===== config.mk =====
export PLATFORM = sky130hd
export DESIGN_NAME = aes_round_apb
export DESIGN_NICKNAME = d
export VERILOG_FILES = /design/src/common/aes_pkg.sv /design/src/common/aes_apb_pkg.sv /design/src/common/aes_state_if.sv /design/src/aes_mix/aes_mix_single_column.sv /design/src/aes_mix/aes_mix_columns.sv /design/src/verilog/aes_key_stage.sv /design/src/verilog/aes_add_round_key.sv /design/src/verilog/aes_apb_regs.sv /design/src/verilog/aes_round_apb.sv
export SDC_FILE = /design/constraint.sdc
export NUM_CORES = 2
export LEC_CHECK = 0
export ABC_CLOCK_PERIOD_IN_PS = 3200
export BUFFER_PORTS_ARGS = -buffer_cell sky130_fd_sc_hd__buf_2
export CORE_MARGIN = 4
export CORE_UTILIZATION = 60
export DETAILED_ROUTE_END_ITERATION = 8
export PLACE_DENSITY_LB_ADDON = 0.1
export SYNTH_ARGS = -nofsm -noshare
export SYNTH_HDL_FRONTEND = slang
export SYNTH_SLANG_ARGS = --single-unit

===== constraint.sdc =====
create_clock -name clk_i -period 3.2 [get_ports clk_i]
set_input_delay 0 -clock clk_i [delete_from_list [all_inputs] [get_ports clk_i]]
set_output_delay 0 -clock clk_i [all_outputs]
set_load 0.1 [all_outputs]

===== src/common/aes_pkg.sv =====
// ####################
// AES round types, cipher op enum
// GF(2^8) doubling and quadrupling
// ####################
`default_nettype none

package aes_pkg;

  // One state byte
  typedef logic [7:0] byte_t;
  // One column, byte 0 in bits 7:0
  typedef logic [31:0] column_t;
  // Four columns, column c in bits 32c+31:32c
  typedef logic [127:0] state_t;

  // Direction of the round
  typedef enum logic {
    CIPH_FWD = 1'b0,
    CIPH_INV = 1'b1
  } ciph_op_e;

  // Multiply by x modulo x^8 + x^4 + x^3 + x + 1
  function automatic byte_t aes_mul2(input byte_t in);
    byte_t out;
    out = {in[6:0], 1'b0};
    // Reduce when the top bit falls out
    if (in[7]) begin
      out = out ^ 8'h1b;
    end
    return out;
  endfunction

  // Multiply by x^2, two doublings
  function automatic byte_t aes_mul4(input byte_t in);
    byte_t tmp;
    tmp = aes_mul2(in);
    return aes_mul2(tmp);
  endfunction

endpackage

`default_nettype wire


===== src/common/aes_apb_pkg.sv =====
// ####################
// APB word type, register map
// ####################
`default_nettype none

package aes_apb_pkg;

  // APB data word
  typedef logic [31:0] apb_word_t;

  // Byte offsets, only the low 6 address bits decode
  parameter logic [5:0] STATE_BASE  = 6'h00;
  parameter logic [5:0] KEY_BASE    = 6'h10;
  parameter logic [5:0] CTRL_OFS    = 6'h20;
  parameter logic [5:0] STATUS_OFS  = 6'h24;
  parameter logic [5:0] RESULT_BASE = 6'h30;

  // CTRL fields
  parameter int CTRL_START_BIT = 0;
  parameter int CTRL_INV_BIT   = 1;
  parameter int CTRL_FINAL_BIT = 2;

  // STATUS fields
  parameter int STATUS_BUSY_BIT = 0;
  parameter int STATUS_DONE_BIT = 1;

endpackage

`default_nettype wire


===== src/common/aes_state_if.sv =====
// ####################
// Launched state bundle
// ####################
`default_nettype none

interface aes_state_if;

  import aes_pkg::*;

  // One-cycle pulse, no back-pressure
  logic     valid;
  ciph_op_e op;
  logic     final_rnd;
  state_t   state;

  // Producer side
  modport src (output valid, output op, output final_rnd, output state);

  // Consumer side
  modport dst (input valid, input op, input final_rnd, input state);

endinterface

`default_nettype wire


===== src/aes_mix/aes_mix_single_column.sv =====
// ####################
// Fwd/inv MixColumns, one column
// ####################
`default_nettype none

module aes_mix_single_column (
  input  aes_pkg::ciph_op_e op_i,
  input  aes_pkg::column_t  data_i,
  output aes_pkg::column_t  data_o
);

  import aes_pkg::*;

  byte_t [3:0] d;
  byte_t [3:0] x;
  byte_t [3:0] x_mul2;
  byte_t [1:0] y_pre;
  byte_t [1:0] y;
  byte_t       y2;
  byte_t [1:0] z;
  byte_t [1:0] z_sel;
  byte_t [3:0] out;

  assign d = data_i;

  // Neighbour sums shared by all four rows
  assign x[0] = d[0] ^ d[3];
  assign x[1] = d[3] ^ d[2];
  assign x[2] = d[2] ^ d[1];
  assign x[3] = d[1] ^ d[0];

  for (genvar i = 0; i < 4; i++) begin : gen_x_mul2
    assign x_mul2[i] = aes_mul2(x[i]);
  end

  // Opposite-byte sums, quadrupled
  assign y_pre[0] = d[3] ^ d[1];
  assign y_pre[1] = d[2] ^ d[0];

  for (genvar i = 0; i < 2; i++) begin : gen_y_mul4
    assign y[i] = aes_mul4(y_pre[i]);
  end

  assign y2 = aes_mul2(y[0] ^ y[1]);

  // Inverse correction terms
  assign z[0] = y2 ^ y[0];
  assign z[1] = y2 ^ y[1];

  // Forward needs no correction
  assign z_sel[0] = (op_i == CIPH_INV) ? z[0] : 8'h00;
  assign z_sel[1] = (op_i == CIPH_INV) ? z[1] : 8'h00;

  // 2a0 + 3a1 + a2 + a3 and rotations, plus correction
  assign out[0] = d[1] ^ x_mul2[3] ^ x[1] ^ z_sel[1];
  assign out[1] = d[0] ^ x_mul2[2] ^ x[1] ^ z_sel[0];
  assign out[2] = d[3] ^ x_mul2[1] ^ x[3] ^ z_sel[1];
  assign out[3] = d[2] ^ x_mul2[0] ^ x[3] ^ z_sel[0];

  assign data_o = out;

endmodule

`default_nettype wire


===== src/aes_mix/aes_mix_columns.sv =====
// ####################
// State path: (Inv)ShiftRows, optional
// (Inv)MixColumns, output register
// ####################
`default_nettype none

module aes_mix_columns (
  input  logic            clk_i,
  input  logic            reset_i,
  aes_state_if.dst        launch,
  aes_state_if.src        mixed
);

  import aes_pkg::*;

  state_t shifted;
  state_t mix_out;
  state_t next_state;

  // Row r rotates left by r going forward, right by r going back
  always_comb begin
    for (int c = 0; c < 4; c++) begin
      for (int r = 0; r < 4; r++) begin
        if (launch.op == CIPH_FWD) begin
          shifted[32*c+8*r +: 8] = launch.state[32*((c+r)%4)+8*r +: 8];
        end else begin
          shifted[32*c+8*r +: 8] = launch.state[32*((c+4-r)%4)+8*r +: 8];
        end
      end
    end
  end

  // One mixer per column
  for (genvar c = 0; c < 4; c++) begin : gen_col
    aes_mix_single_column u_mix (
      .op_i   (launch.op),
      .data_i (shifted[32*c +: 32]),
      .data_o (mix_out[32*c +: 32])
    );
  end

  // Final round skips the mix
  assign next_state = launch.final_rnd ? shifted : mix_out;

  always_ff @(posedge clk_i) begin
    if (reset_i) begin
      mixed.valid     <= 1'b0;
      mixed.op        <= CIPH_FWD;
      mixed.final_rnd <= 1'b0;
      mixed.state     <= '0;
    end else begin
      mixed.valid <= launch.valid;
      // Hold data between launches
      if (launch.valid) begin
        mixed.op        <= launch.op;
        mixed.final_rnd <= launch.final_rnd;
        mixed.state     <= next_state;
      end
    end
  end

endmodule

`default_nettype wire


===== src/verilog/aes_key_stage.sv =====
// ####################
// Key path, round key register
// ####################
`default_nettype none

module aes_key_stage (
  input  logic           clk_i,
  input  logic           reset_i,
  aes_state_if.dst       launch,
  input  aes_pkg::state_t key_i,
  output aes_pkg::state_t round_key_o
);

  import aes_pkg::*;

  state_t key_imc;
  logic   use_imc;

  // InvMixColumns of the raw key
  for (genvar c = 0; c < 4; c++) begin : gen_col
    aes_mix_single_column u_imc (
      .op_i   (CIPH_INV),
      .data_i (key_i[32*c +: 32]),
      .data_o (key_imc[32*c +: 32])
    );
  end

  // Equivalent inverse cipher, only for full inverse rounds
  assign use_imc = (launch.op == CIPH_INV) && !launch.final_rnd;

  always_ff @(posedge clk_i) begin
    if (reset_i) begin
      round_key_o <= '0;
    end else if (launch.valid) begin
      // Same latency as the state path
      round_key_o <= use_imc ? key_imc : key_i;
    end
  end

endmodule

`default_nettype wire


===== src/verilog/aes_add_round_key.sv =====
// ####################
// Combiner, XOR and output register
// ####################
`default_nettype none

module aes_add_round_key (
  input  logic            clk_i,
  input  logic            reset_i,
  aes_state_if.dst        mixed,
  input  aes_pkg::state_t round_key_i,
  aes_state_if.src        result
);

  import aes_pkg::*;

  always_ff @(posedge clk_i) begin
    if (reset_i) begin
      result.valid     <= 1'b0;
      result.op        <= CIPH_FWD;
      result.final_rnd <= 1'b0;
      result.state     <= '0;
    end else begin
      // mixed.valid also marks the key
      result.valid <= mixed.valid;
      if (mixed.valid) begin
        result.op        <= mixed.op;
        result.final_rnd <= mixed.final_rnd;
        result.state     <= mixed.state ^ round_key_i;
      end
    end
  end

endmodule

`default_nettype wire


===== src/verilog/aes_apb_regs.sv =====
// ####################
// APB register file, start FSM
// busy/done status, result capture
// ####################
`default_nettype none

module aes_apb_regs #(
  parameter int APB_ADDR_W = 12
) (
  input  logic                  clk_i,
  input  logic                  reset_i,
  input  logic [APB_ADDR_W-1:0] paddr_i,
  input  logic                  psel_i,
  input  logic                  penable_i,
  input  logic                  pwrite_i,
  input  aes_apb_pkg::apb_word_t pwdata_i,
  output aes_apb_pkg::apb_word_t prdata_o,
  output logic                  pslverr_o,
  aes_state_if.src              launch,
  output aes_pkg::state_t       launch_key_o,
  aes_state_if.dst              result
);

  import aes_pkg::*;
  import aes_apb_pkg::*;

  typedef enum logic {
    IDLE,
    BUSY
  } fsm_e;

  fsm_e   fsm_q;
  logic   done_q;
  logic   busy;
  state_t state_q;
  state_t key_q;
  state_t result_q;
  logic   ctrl_inv_q;
  logic   ctrl_final_q;

  logic [5:0] addr_lo;
  logic       addr_hi;
  logic [1:0] word_idx;
  logic       hit_state;
  logic       hit_key;
  logic       hit_ctrl;
  logic       hit_status;
  logic       hit_result;
  logic       mapped;
  logic       access;
  logic       wr;
  logic       start_req;
  logic       start_ok;
  logic       start_busy;
  logic       wr_ro;

  // Decode, upper address bits must be clear
  assign addr_lo    = paddr_i[5:0];
  assign addr_hi    = |paddr_i[APB_ADDR_W-1:6];
  assign word_idx   = addr_lo[3:2];
  assign hit_state  = !addr_hi && (addr_lo[5:4] == STATE_BASE[5:4]);
  assign hit_key    = !addr_hi && (addr_lo[5:4] == KEY_BASE[5:4]);
  assign hit_ctrl   = !addr_hi && (addr_lo[5:2] == CTRL_OFS[5:2]);
  assign hit_status = !addr_hi && (addr_lo[5:2] == STATUS_OFS[5:2]);
  assign hit_result = !addr_hi && (addr_lo[5:4] == RESULT_BASE[5:4]);
  assign mapped     = hit_state | hit_key | hit_ctrl | hit_status | hit_result;

  // Access phase, completes this edge
  assign access = psel_i & penable_i;
  assign wr     = access & pwrite_i;

  assign busy       = (fsm_q == BUSY);
  assign start_req  = wr & hit_ctrl & pwdata_i[CTRL_START_BIT];
  assign start_ok   = start_req & !busy;
  assign start_busy = start_req & busy;
  // STATUS and RESULT are read-only
  assign wr_ro      = pwrite_i & (hit_status | hit_result);

  assign pslverr_o = access & (!mapped | wr_ro | start_busy);

  // Read mux
  always_comb begin
    prdata_o = '0;
    if (hit_state) begin
      prdata_o = state_q[32*word_idx +: 32];
    end else if (hit_key) begin
      prdata_o = key_q[32*word_idx +: 32];
    end else if (hit_ctrl) begin
      prdata_o[CTRL_INV_BIT]   = ctrl_inv_q;
      prdata_o[CTRL_FINAL_BIT] = ctrl_final_q;
    end else if (hit_status) begin
      prdata_o[STATUS_BUSY_BIT] = busy;
      prdata_o[STATUS_DONE_BIT] = done_q;
    end else if (hit_result) begin
      prdata_o = result_q[32*word_idx +: 32];
    end
  end

  // Data registers
  always_ff @(posedge clk_i) begin
    if (reset_i) begin
      state_q      <= '0;
      key_q        <= '0;
      ctrl_inv_q   <= 1'b0;
      ctrl_final_q <= 1'b0;
    end else begin
      if (wr && hit_state) begin
        state_q[32*word_idx +: 32] <= pwdata_i;
      end
      if (wr && hit_key) begin
        key_q[32*word_idx +: 32] <= pwdata_i;
      end
      // Rejected START leaves the mode bits alone
      if (wr && hit_ctrl && !start_busy) begin
        ctrl_inv_q   <= pwdata_i[CTRL_INV_BIT];
        ctrl_final_q <= pwdata_i[CTRL_FINAL_BIT];
      end
    end
  end

  // Start FSM, done flag, result capture
  always_ff @(posedge clk_i) begin
    if (reset_i) begin
      fsm_q        <= IDLE;
      done_q       <= 1'b0;
      launch.valid <= 1'b0;
      result_q     <= '0;
    end else begin
      launch.valid <= start_ok;
      case (fsm_q)
        IDLE: begin
          if (start_ok) begin
            fsm_q  <= BUSY;
            done_q <= 1'b0;
          end
        end
        BUSY: begin
          // Three edges after START
          if (result.valid) begin
            fsm_q    <= IDLE;
            done_q   <= 1'b1;
            result_q <= result.state;
          end
        end
        default: fsm_q <= IDLE;
      endcase
    end
  end

  // Launch payload straight from the registers, stable while valid
  assign launch.op        = ctrl_inv_q ? CIPH_INV : CIPH_FWD;
  assign launch.final_rnd = ctrl_final_q;
  assign launch.state     = state_q;
  assign launch_key_o     = key_q;

endmodule

`default_nettype wire


===== src/verilog/aes_round_apb.sv =====
// ####################
// AES round accelerator top, APB
// ####################
`default_nettype none

module aes_round_apb #(
  parameter int APB_ADDR_W = 12
) (
  input  logic                   clk_i,
  input  logic                   reset_i,
  input  logic [APB_ADDR_W-1:0]  paddr_i,
  input  logic                   psel_i,
  input  logic                   penable_i,
  input  logic                   pwrite_i,
  input  aes_apb_pkg::apb_word_t pwdata_i,
  output aes_apb_pkg::apb_word_t prdata_o,
  output logic                   pslverr_o
);

  import aes_pkg::*;

  // Register file to both paths
  aes_state_if launch_if ();
  // State path to combiner
  aes_state_if mixed_if ();
  // Combiner back to register file
  aes_state_if result_if ();

  state_t launch_key;
  state_t round_key;

  aes_apb_regs #(
    .APB_ADDR_W (APB_ADDR_W)
  ) u_regs (
    .clk_i        (clk_i),
    .reset_i      (reset_i),
    .paddr_i      (paddr_i),
    .psel_i       (psel_i),
    .penable_i    (penable_i),
    .pwrite_i     (pwrite_i),
    .pwdata_i     (pwdata_i),
    .prdata_o     (prdata_o),
    .pslverr_o    (pslverr_o),
    .launch       (launch_if.src),
    .launch_key_o (launch_key),
    .result       (result_if.dst)
  );

  aes_mix_columns u_mix_columns (
    .clk_i   (clk_i),
    .reset_i (reset_i),
    .launch  (launch_if.dst),
    .mixed   (mixed_if.src)
  );

  aes_key_stage u_key_stage (
    .clk_i       (clk_i),
    .reset_i     (reset_i),
    .launch      (launch_if.dst),
    .key_i       (launch_key),
    .round_key_o (round_key)
  );

  aes_add_round_key u_add_round_key (
    .clk_i       (clk_i),
    .reset_i     (reset_i),
    .mixed       (mixed_if.dst),
    .round_key_i (round_key),
    .result      (result_if.src)
  );

endmodule

`default_nettype wire


* Yosys cells after proc, flatten, opt, wreduce, memory -nomap -nowiden
Index checks and enable logic that the tools add are counted.
Operators by class: reductions and logical operators 19, multiply operators 0, bitwise operators 257, mux-type cells 107, order comparisons 0, eq/ne operators 6, $add $sub $neg 1, shift-type cells 5, divide/modulo/power cells 0
Operators with widths (count):
- XOR 8 bit | 168
- variable part select 128 x 8 -> 32 bit | 3
- 2-to-1 mux 5 bit | 72
- inverter 4 bit | 72
- bitwise mux 128 bit | 2
- 2-to-1 mux 128 bit | 2
- 2-to-1 mux 8 bit | 16
- variable shift 32 x 34 -> 128 bit (first input constant) | 1
- variable part select 32 x 34 -> 128 bit | 1
- XOR 128 bit | 1
- 2-to-1 mux 32 bit | 3
- negator 7 -> 34 bit | 1
- 2-to-1 mux 30 bit | 1
- 2-to-1 mux 29 bit | 1
- logical AND 1 bit | 10
- AND 1 bit | 8
- == test 4 bit (second input constant) | 2
- bitwise OR 1 bit | 7
- 2-to-1 mux 1 bit | 6
- OR reduction 6 bit | 1
- zero test 1 bit | 5
- 2-to-1 mux 2 bit | 2
- != test 2 x 1 -> 1 bit (second input constant) | 2
- one-hot mux 1 bit (2 select lines) | 2
- 5 further kinds | 6
Word-level totals: output and inout bits 33, flip-flop bits (word level) 775, ROM bits 0, memories 0, input bits 49, logic and storage cells 408, latch bits 0, bits in writable memories 0

* Longest topological paths before layout
depth after elaboration 14, mapped depth 11, mapped depth without buffers 8

* Hierarchy
Synthesis repeated with hierarchy kept, for this count alone.
Unflattened totals: cell total of the unflattened synthesis 5337, area total of the unflattened synthesis 53930.5 sq um
By module, submodules not included:
- aes_apb_regs | cells an instance 1778, area each 17470.5 sq um, instances 1
- aes_mix_single_column | cells an instance 199, area each 2035.7 sq um, instances 8
- aes_key_stage | cells an instance 740, area each 7397.1 sq um, instances 1
- aes_mix_columns | cells an instance 663, area each 7268.2 sq um, instances 1
- aes_add_round_key | cells an instance 564, area each 5509.0 sq um, instances 1

* Least setup slack after synthesis
OpenSTA, ideal clock, no wires.
path kind input port to output port, start point in paddr_i[3], end point out prdata_o[0], data required time 3.200 ns, stages 9, arrival 4.025 ns, setup slack -0.825 ns, cells stage by stage clkbuf_1 -> clkbuf_1 -> clkbuf_1 -> inv_1 -> ha_1 -> clkbuf_1 -> nor4bb_1 -> a21oi_1 -> a211oi_1
On the way: longest elaborated chain between the ends 6, elaborated cells between the ends (all ways) 12, classes of those cells eq/ne (2); shift (3); mux (5); reduce/logical (2)
Ends and longest elaborated chain:
- start: declaration | RTL line aes_round_apb.sv:11 | input logic [APB_ADDR_W-1:0] paddr_i,
- variable part select 128 x 8 -> 32 bit or == test 4 bit (tied branches) | RTL line aes_apb_regs.sv:95, aes_apb_regs.sv:64
- 2-to-1 mux 32 bit or logical AND 1 bit (tied branches) | RTL line aes_apb_regs.sv:94, aes_apb_regs.sv:64
- 2-to-1 mux 2 bit | RTL line aes_apb_regs.sv:91 | end else if (hit_status) begin
- 2-to-1 mux 1 bit | RTL line aes_apb_regs.sv:88 | end else if (hit_ctrl) begin
- 2-to-1 mux 32 bit | RTL line aes_apb_regs.sv:86 | end else if (hit_key) begin
- 2-to-1 mux 32 bit (*) | RTL line aes_apb_regs.sv:84 | if (hit_state) begin
- end: declaration | RTL line aes_round_apb.sv:16 | output aes_apb_pkg::apb_word_t prdata_o,
Mark *: on every way between the ends. The rest lies on a longest branch, timed or not.

* Worst setup path in the final report
start point reg u_regs.key_q[58] (netlist: u_regs.launch_key_o[58]), end point out prdata_o[26]
On the way: longest elaborated chain between the ends 3
Ends and longest elaborated chain:
- start: declaration | RTL line aes_apb_regs.sv:36 | state_t key_q;
- start signal: indexed assignment | RTL line aes_apb_regs.sv:111 | key_q[32*word_idx +: 32] <= pwdata_i;
- variable part select 128 x 8 -> 32 bit | RTL line aes_apb_regs.sv:87 | prdata_o = key_q[32*word_idx +: 32];
- 2-to-1 mux 32 bit | RTL line aes_apb_regs.sv:86
- 2-to-1 mux 32 bit | RTL line aes_apb_regs.sv:84
Every way passes these cells.

==> Implementation_results.wiki <==
{| class="wikitable"
! Metric !! Value
|-
| Global-route wire length before repair || 285000 um
|-
| Worst hold slack || 0.0460 ns
|-
| Clock transition at the registers of the reported paths || 0.06 ns
|-
| Slew of the pin with the lowest slew margin || 1.21 ns
|-
| Cts bufs inserted || 87
|-
| Class of the most critical setup path || register to primary output
|-
| Clock Tree Buf Depth || 3
|-
| Antenna viol nets, final || 0
|-
| Area of the mapped netlist || 0.0485 mm2
|-
| Number of nets in the layout || 5738
|-
| Number of enable-type register cells in the synthesized netlist || 0
|-
| HPWL after DPL || 149000 um
|-
| Maximum number of pins on one net before global-route repair || about 150
|-
| Result of the run || finished, final reports clean
|-
| Final Worst Setup Slack || around 0.11 ns
|-
| Count of endpoints failing hold in the final timing report || 0
|-
| Fill cell instance count of the final layout || 6665
|-
| Setup repair after global routing missed its margin || no
|-
| Post-cts hold buffer count || 34
|-
| Number of post-CTS setup repair buffers || 0
|-
| Fraction of the core area covered by cells at the end of the flow || 68.8%
|-
| Worst hold-check path type || input pin to register
|-
| Combined flip-flop and latch cell area || 0.0155 mm2
|-
| Count of TritonRoute iterations in the first routing pass || 7
|-
| Die Footprint || 0.0854 mm2
|-
| CTS resizes || 0
|-
| Peak VDD IR || 0.430 mV
|-
| Worst slew margin || approximately a fifth
|-
| Sort of element at the end of the critical path || primary output
|-
| Total negative setup slack || 0 ns
|-
| Initial drt markers || 6422
|-
| Mapped Avg Cell Area || 8.49 um2
|-
| CTS tree || done
|-
| Vias in the first global route || 40600
|-
| Static leakage || 0.0181 uW
|-
| Synth Warn # || 0
|-
| Wire length per cell || 29.7 um
|-
| Commonest cells after routing, fill and taps aside || sky130_fd_sc_hd__xnor2_1, sky130_fd_sc_hd__nand2_1, sky130_fd_sc_hd__dfxtp_1, sky130_fd_sc_hd__a21oi_1, sky130_fd_sc_hd__nor2_1
|-
| Worst Skew || 0.0321 ns
|-
| Critical path launch point type || register
|-
| Minimum setup slack among reg-to-reg paths || roughly 0.13 ns
|-
| Maximum clock rate || 324 MHz
|-
| Ratio of total power to cell area || around 390 mW/mm2
|-
| Vias after detailed routing || 43700
|-
| Area growth from synthesis to layout || 13.0%
|-
| Worst EP arrival || 3.09 ns
|-
| Total number of clock tree sinks || 775
|-
| Die Ht || 292 um
|-
| DRC violation count after routing || 0
|-
| Total grt overflow || 0
|-
| Number of slew-limit violations in the final report || 0
|-
| Area leader, netlist || sky130_fd_sc_hd__dfxtp_1
|-
| Port bufs || 79
|-
| Top fanout value on the critical path || 4
|-
| Footprint of the multi-input gates || 0.0306 mm2
|-
| Number of cell rows || 103
|-
| Overall fraction of global-route tracks in use || 45.6%
|-
| Number of synthesized register bits || 775
|-
| H-tree lvl count || 3
|-
| Leading cell type in the layout, fill and taps excluded || sky130_fd_sc_hd__xnor2_1
|-
| Area of the core || 0.0795 mm2
|-
| Count of final setup violators || 0
|-
| Fraction of the cycle the final worst path needs || roughly 97%
|-
| Post-synthesis instance total || 5708
|-
| Share of post-route cells with drive strength above 1 || a little over an eighth
|-
| Die X-Extent || ~290 um
|-
| Count of different cell masters after synthesis || 62
|-
| Maximum capacitance violations || 0
|-
| Sequential share of the synthesized area || between 30% and 40%
|-
| Largest cells by area after synthesis || sky130_fd_sc_hd__dfxtp_1, sky130_fd_sc_hd__xnor2_1, sky130_fd_sc_hd__nand2_1, sky130_fd_sc_hd__xor2_1, sky130_fd_sc_hd__a21oi_1
|-
| Placed cells || 6611
|-
| Initial cell density of the core || 60.9%
|-
| Clock Tree Root || sky130_fd_sc_hd__clkbuf_16
|-
| Most frequently used flop master after synthesis || sky130_fd_sc_hd__dfxtp_1
|-
| Antenna violations before repair || 20
|-
| Async set-or-reset flop fraction in the synthesized netlist || 0%
|-
| Final min period || 3.09 ns
|-
| Worst Setup Slack post-DPL || 0.231 ns
|-
| Data required, critical path || between 3 and 4 ns
|-
| Total nets after synthesis || 5762
|-
| Final Routed Wirelength || 202000 um
|-
| Clock latency of the later-clocked register in the worst-skew pair || around 0.7 ns
|-
| Final non-filler cell total || 6814
|-
| Global placer's final weighted congestion || between 1 and 1.5
|-
| Post-DR vias/cell || 6.42
|-
| Number of primary I/O pins || 82
|-
| Area share of the largest cell type after synthesis || 32.0%
|}
==> cells in the mapped netlist (5+ instances only) <==
cell	n
sky130_fd_sc_hd__a211oi_1	153
sky130_fd_sc_hd__a21oi_1	449
sky130_fd_sc_hd__a22o_1	10
sky130_fd_sc_hd__a22oi_1	73
sky130_fd_sc_hd__a311oi_1	88
sky130_fd_sc_hd__and2_1	7
sky130_fd_sc_hd__and3_1	8
sky130_fd_sc_hd__buf_1	45
sky130_fd_sc_hd__buf_2	71
sky130_fd_sc_hd__buf_4	7
sky130_fd_sc_hd__clkbuf_1	476
sky130_fd_sc_hd__dfxtp_1	775
sky130_fd_sc_hd__ha_1	5
sky130_fd_sc_hd__inv_1	6
sky130_fd_sc_hd__mux2i_1	125
sky130_fd_sc_hd__mux4_2	96
sky130_fd_sc_hd__nand2_1	831
sky130_fd_sc_hd__nand2b_1	9
sky130_fd_sc_hd__nand3_1	105
sky130_fd_sc_hd__nand4_1	96
sky130_fd_sc_hd__nor2_1	441
sky130_fd_sc_hd__nor3_1	18
sky130_fd_sc_hd__o211a_1	11
sky130_fd_sc_hd__o211ai_1	49
sky130_fd_sc_hd__o21ai_0	143
sky130_fd_sc_hd__o221ai_1	5
sky130_fd_sc_hd__o22ai_1	5
sky130_fd_sc_hd__or3_1	5
sky130_fd_sc_hd__xnor2_1	1185
sky130_fd_sc_hd__xnor2_2	24
sky130_fd_sc_hd__xnor3_1	40
sky130_fd_sc_hd__xor2_1	288
==> critical path: stages, from the launching register on <==
cell and delay [ns]:
sky130_fd_sc_hd__dfxtp_1 0.44, sky130_fd_sc_hd__buf_4 0.25, sky130_fd_sc_hd__mux4_2 0.45, sky130_fd_sc_hd__mux2i_1 0.56, sky130_fd_sc_hd__nor2_1 0.09, sky130_fd_sc_hd__a21oi_1 0.29, sky130_fd_sc_hd__nor2_1 0.12, sky130_fd_sc_hd__buf_12 0.20
==> where the power goes <==
group	internal, uW	switching (uW)
clock	6170	4540
sequential	9640	0.353
combinational	172	586
==> layer usage <==
metal	part of all wire [%]	global-route usage [%]
met5	0.11	1.11
met4	8.1	30.0
met2	41	64.8
met1	37	58.6
met3	14	15.7
==> metrics by stage <==
step	total power, uW	area (um2)
after detailed placement	10500	51300
after CTS	21000	54700
after global routing	21500	54700
final	21100	54700
after floorplan	10200	48500
after global placement	10500	51300
==> registers in the layout, indices dropped and copies added, names as in the netlist <==
signal / flops
u_add_round_key.result.state: 128
u_key_stage.round_key_o: 128
u_mix_columns.mixed.state: 128
u_regs.launch.state: 128
u_regs.launch_key_o: 128
u_regs.result_q: 128
u_add_round_key.result.valid: 1
u_mix_columns.mixed.valid: 1
u_regs.busy: 1
u_regs.ctrl_inv_q: 1
u_regs.done_q: 1
u_regs.launch.final_rnd: 1
u_regs.launch.valid: 1
==> worst paths after layout <==
path,from,end,cells past startpoint
min,pwrite_i,u_regs.launch.valid$_SDFF_PP0_,6
max,u_regs.launch_key_o[58]$_SDFFE_PP0P_,prdata_o[26],7
min reg2reg,u_add_round_key.result.state[55]$_SDFFE_PP0P_,u_regs.result_q[55]$_SDFFE_PP0P_,2
max reg2reg,u_regs.launch_key_o[97]$_SDFFE_PP0P_,u_key_stage.round_key_o[115]$_SDFFE_PP0P_,9
==> kinds of logic after synthesis <==
kind of cell    Yosys count  share of synthesized area, %
mux                     228                          7.27
fa+ha+maj                 5                         0.129
buf+inv                 612                          5.03
compound gates         1007                          12.9
flops                   775                          32.0
xor+xnor               1545                          29.7
simple gates           1536                          13.0
==> final cells by class <==
type,instances,area share (%)
Timing Repair Buffer,490,7.71
Multi-Input combinational cell,4321,55.8
Clock inverter,44,0.956
Inverter,9,0.0663
Tap cell,1050,2.40
Clock buffer,118,4.62
Sequential cell,775,28.4
Antenna cell,7,0.0320
No activity file was read; power rests on OpenSTA's default activity.
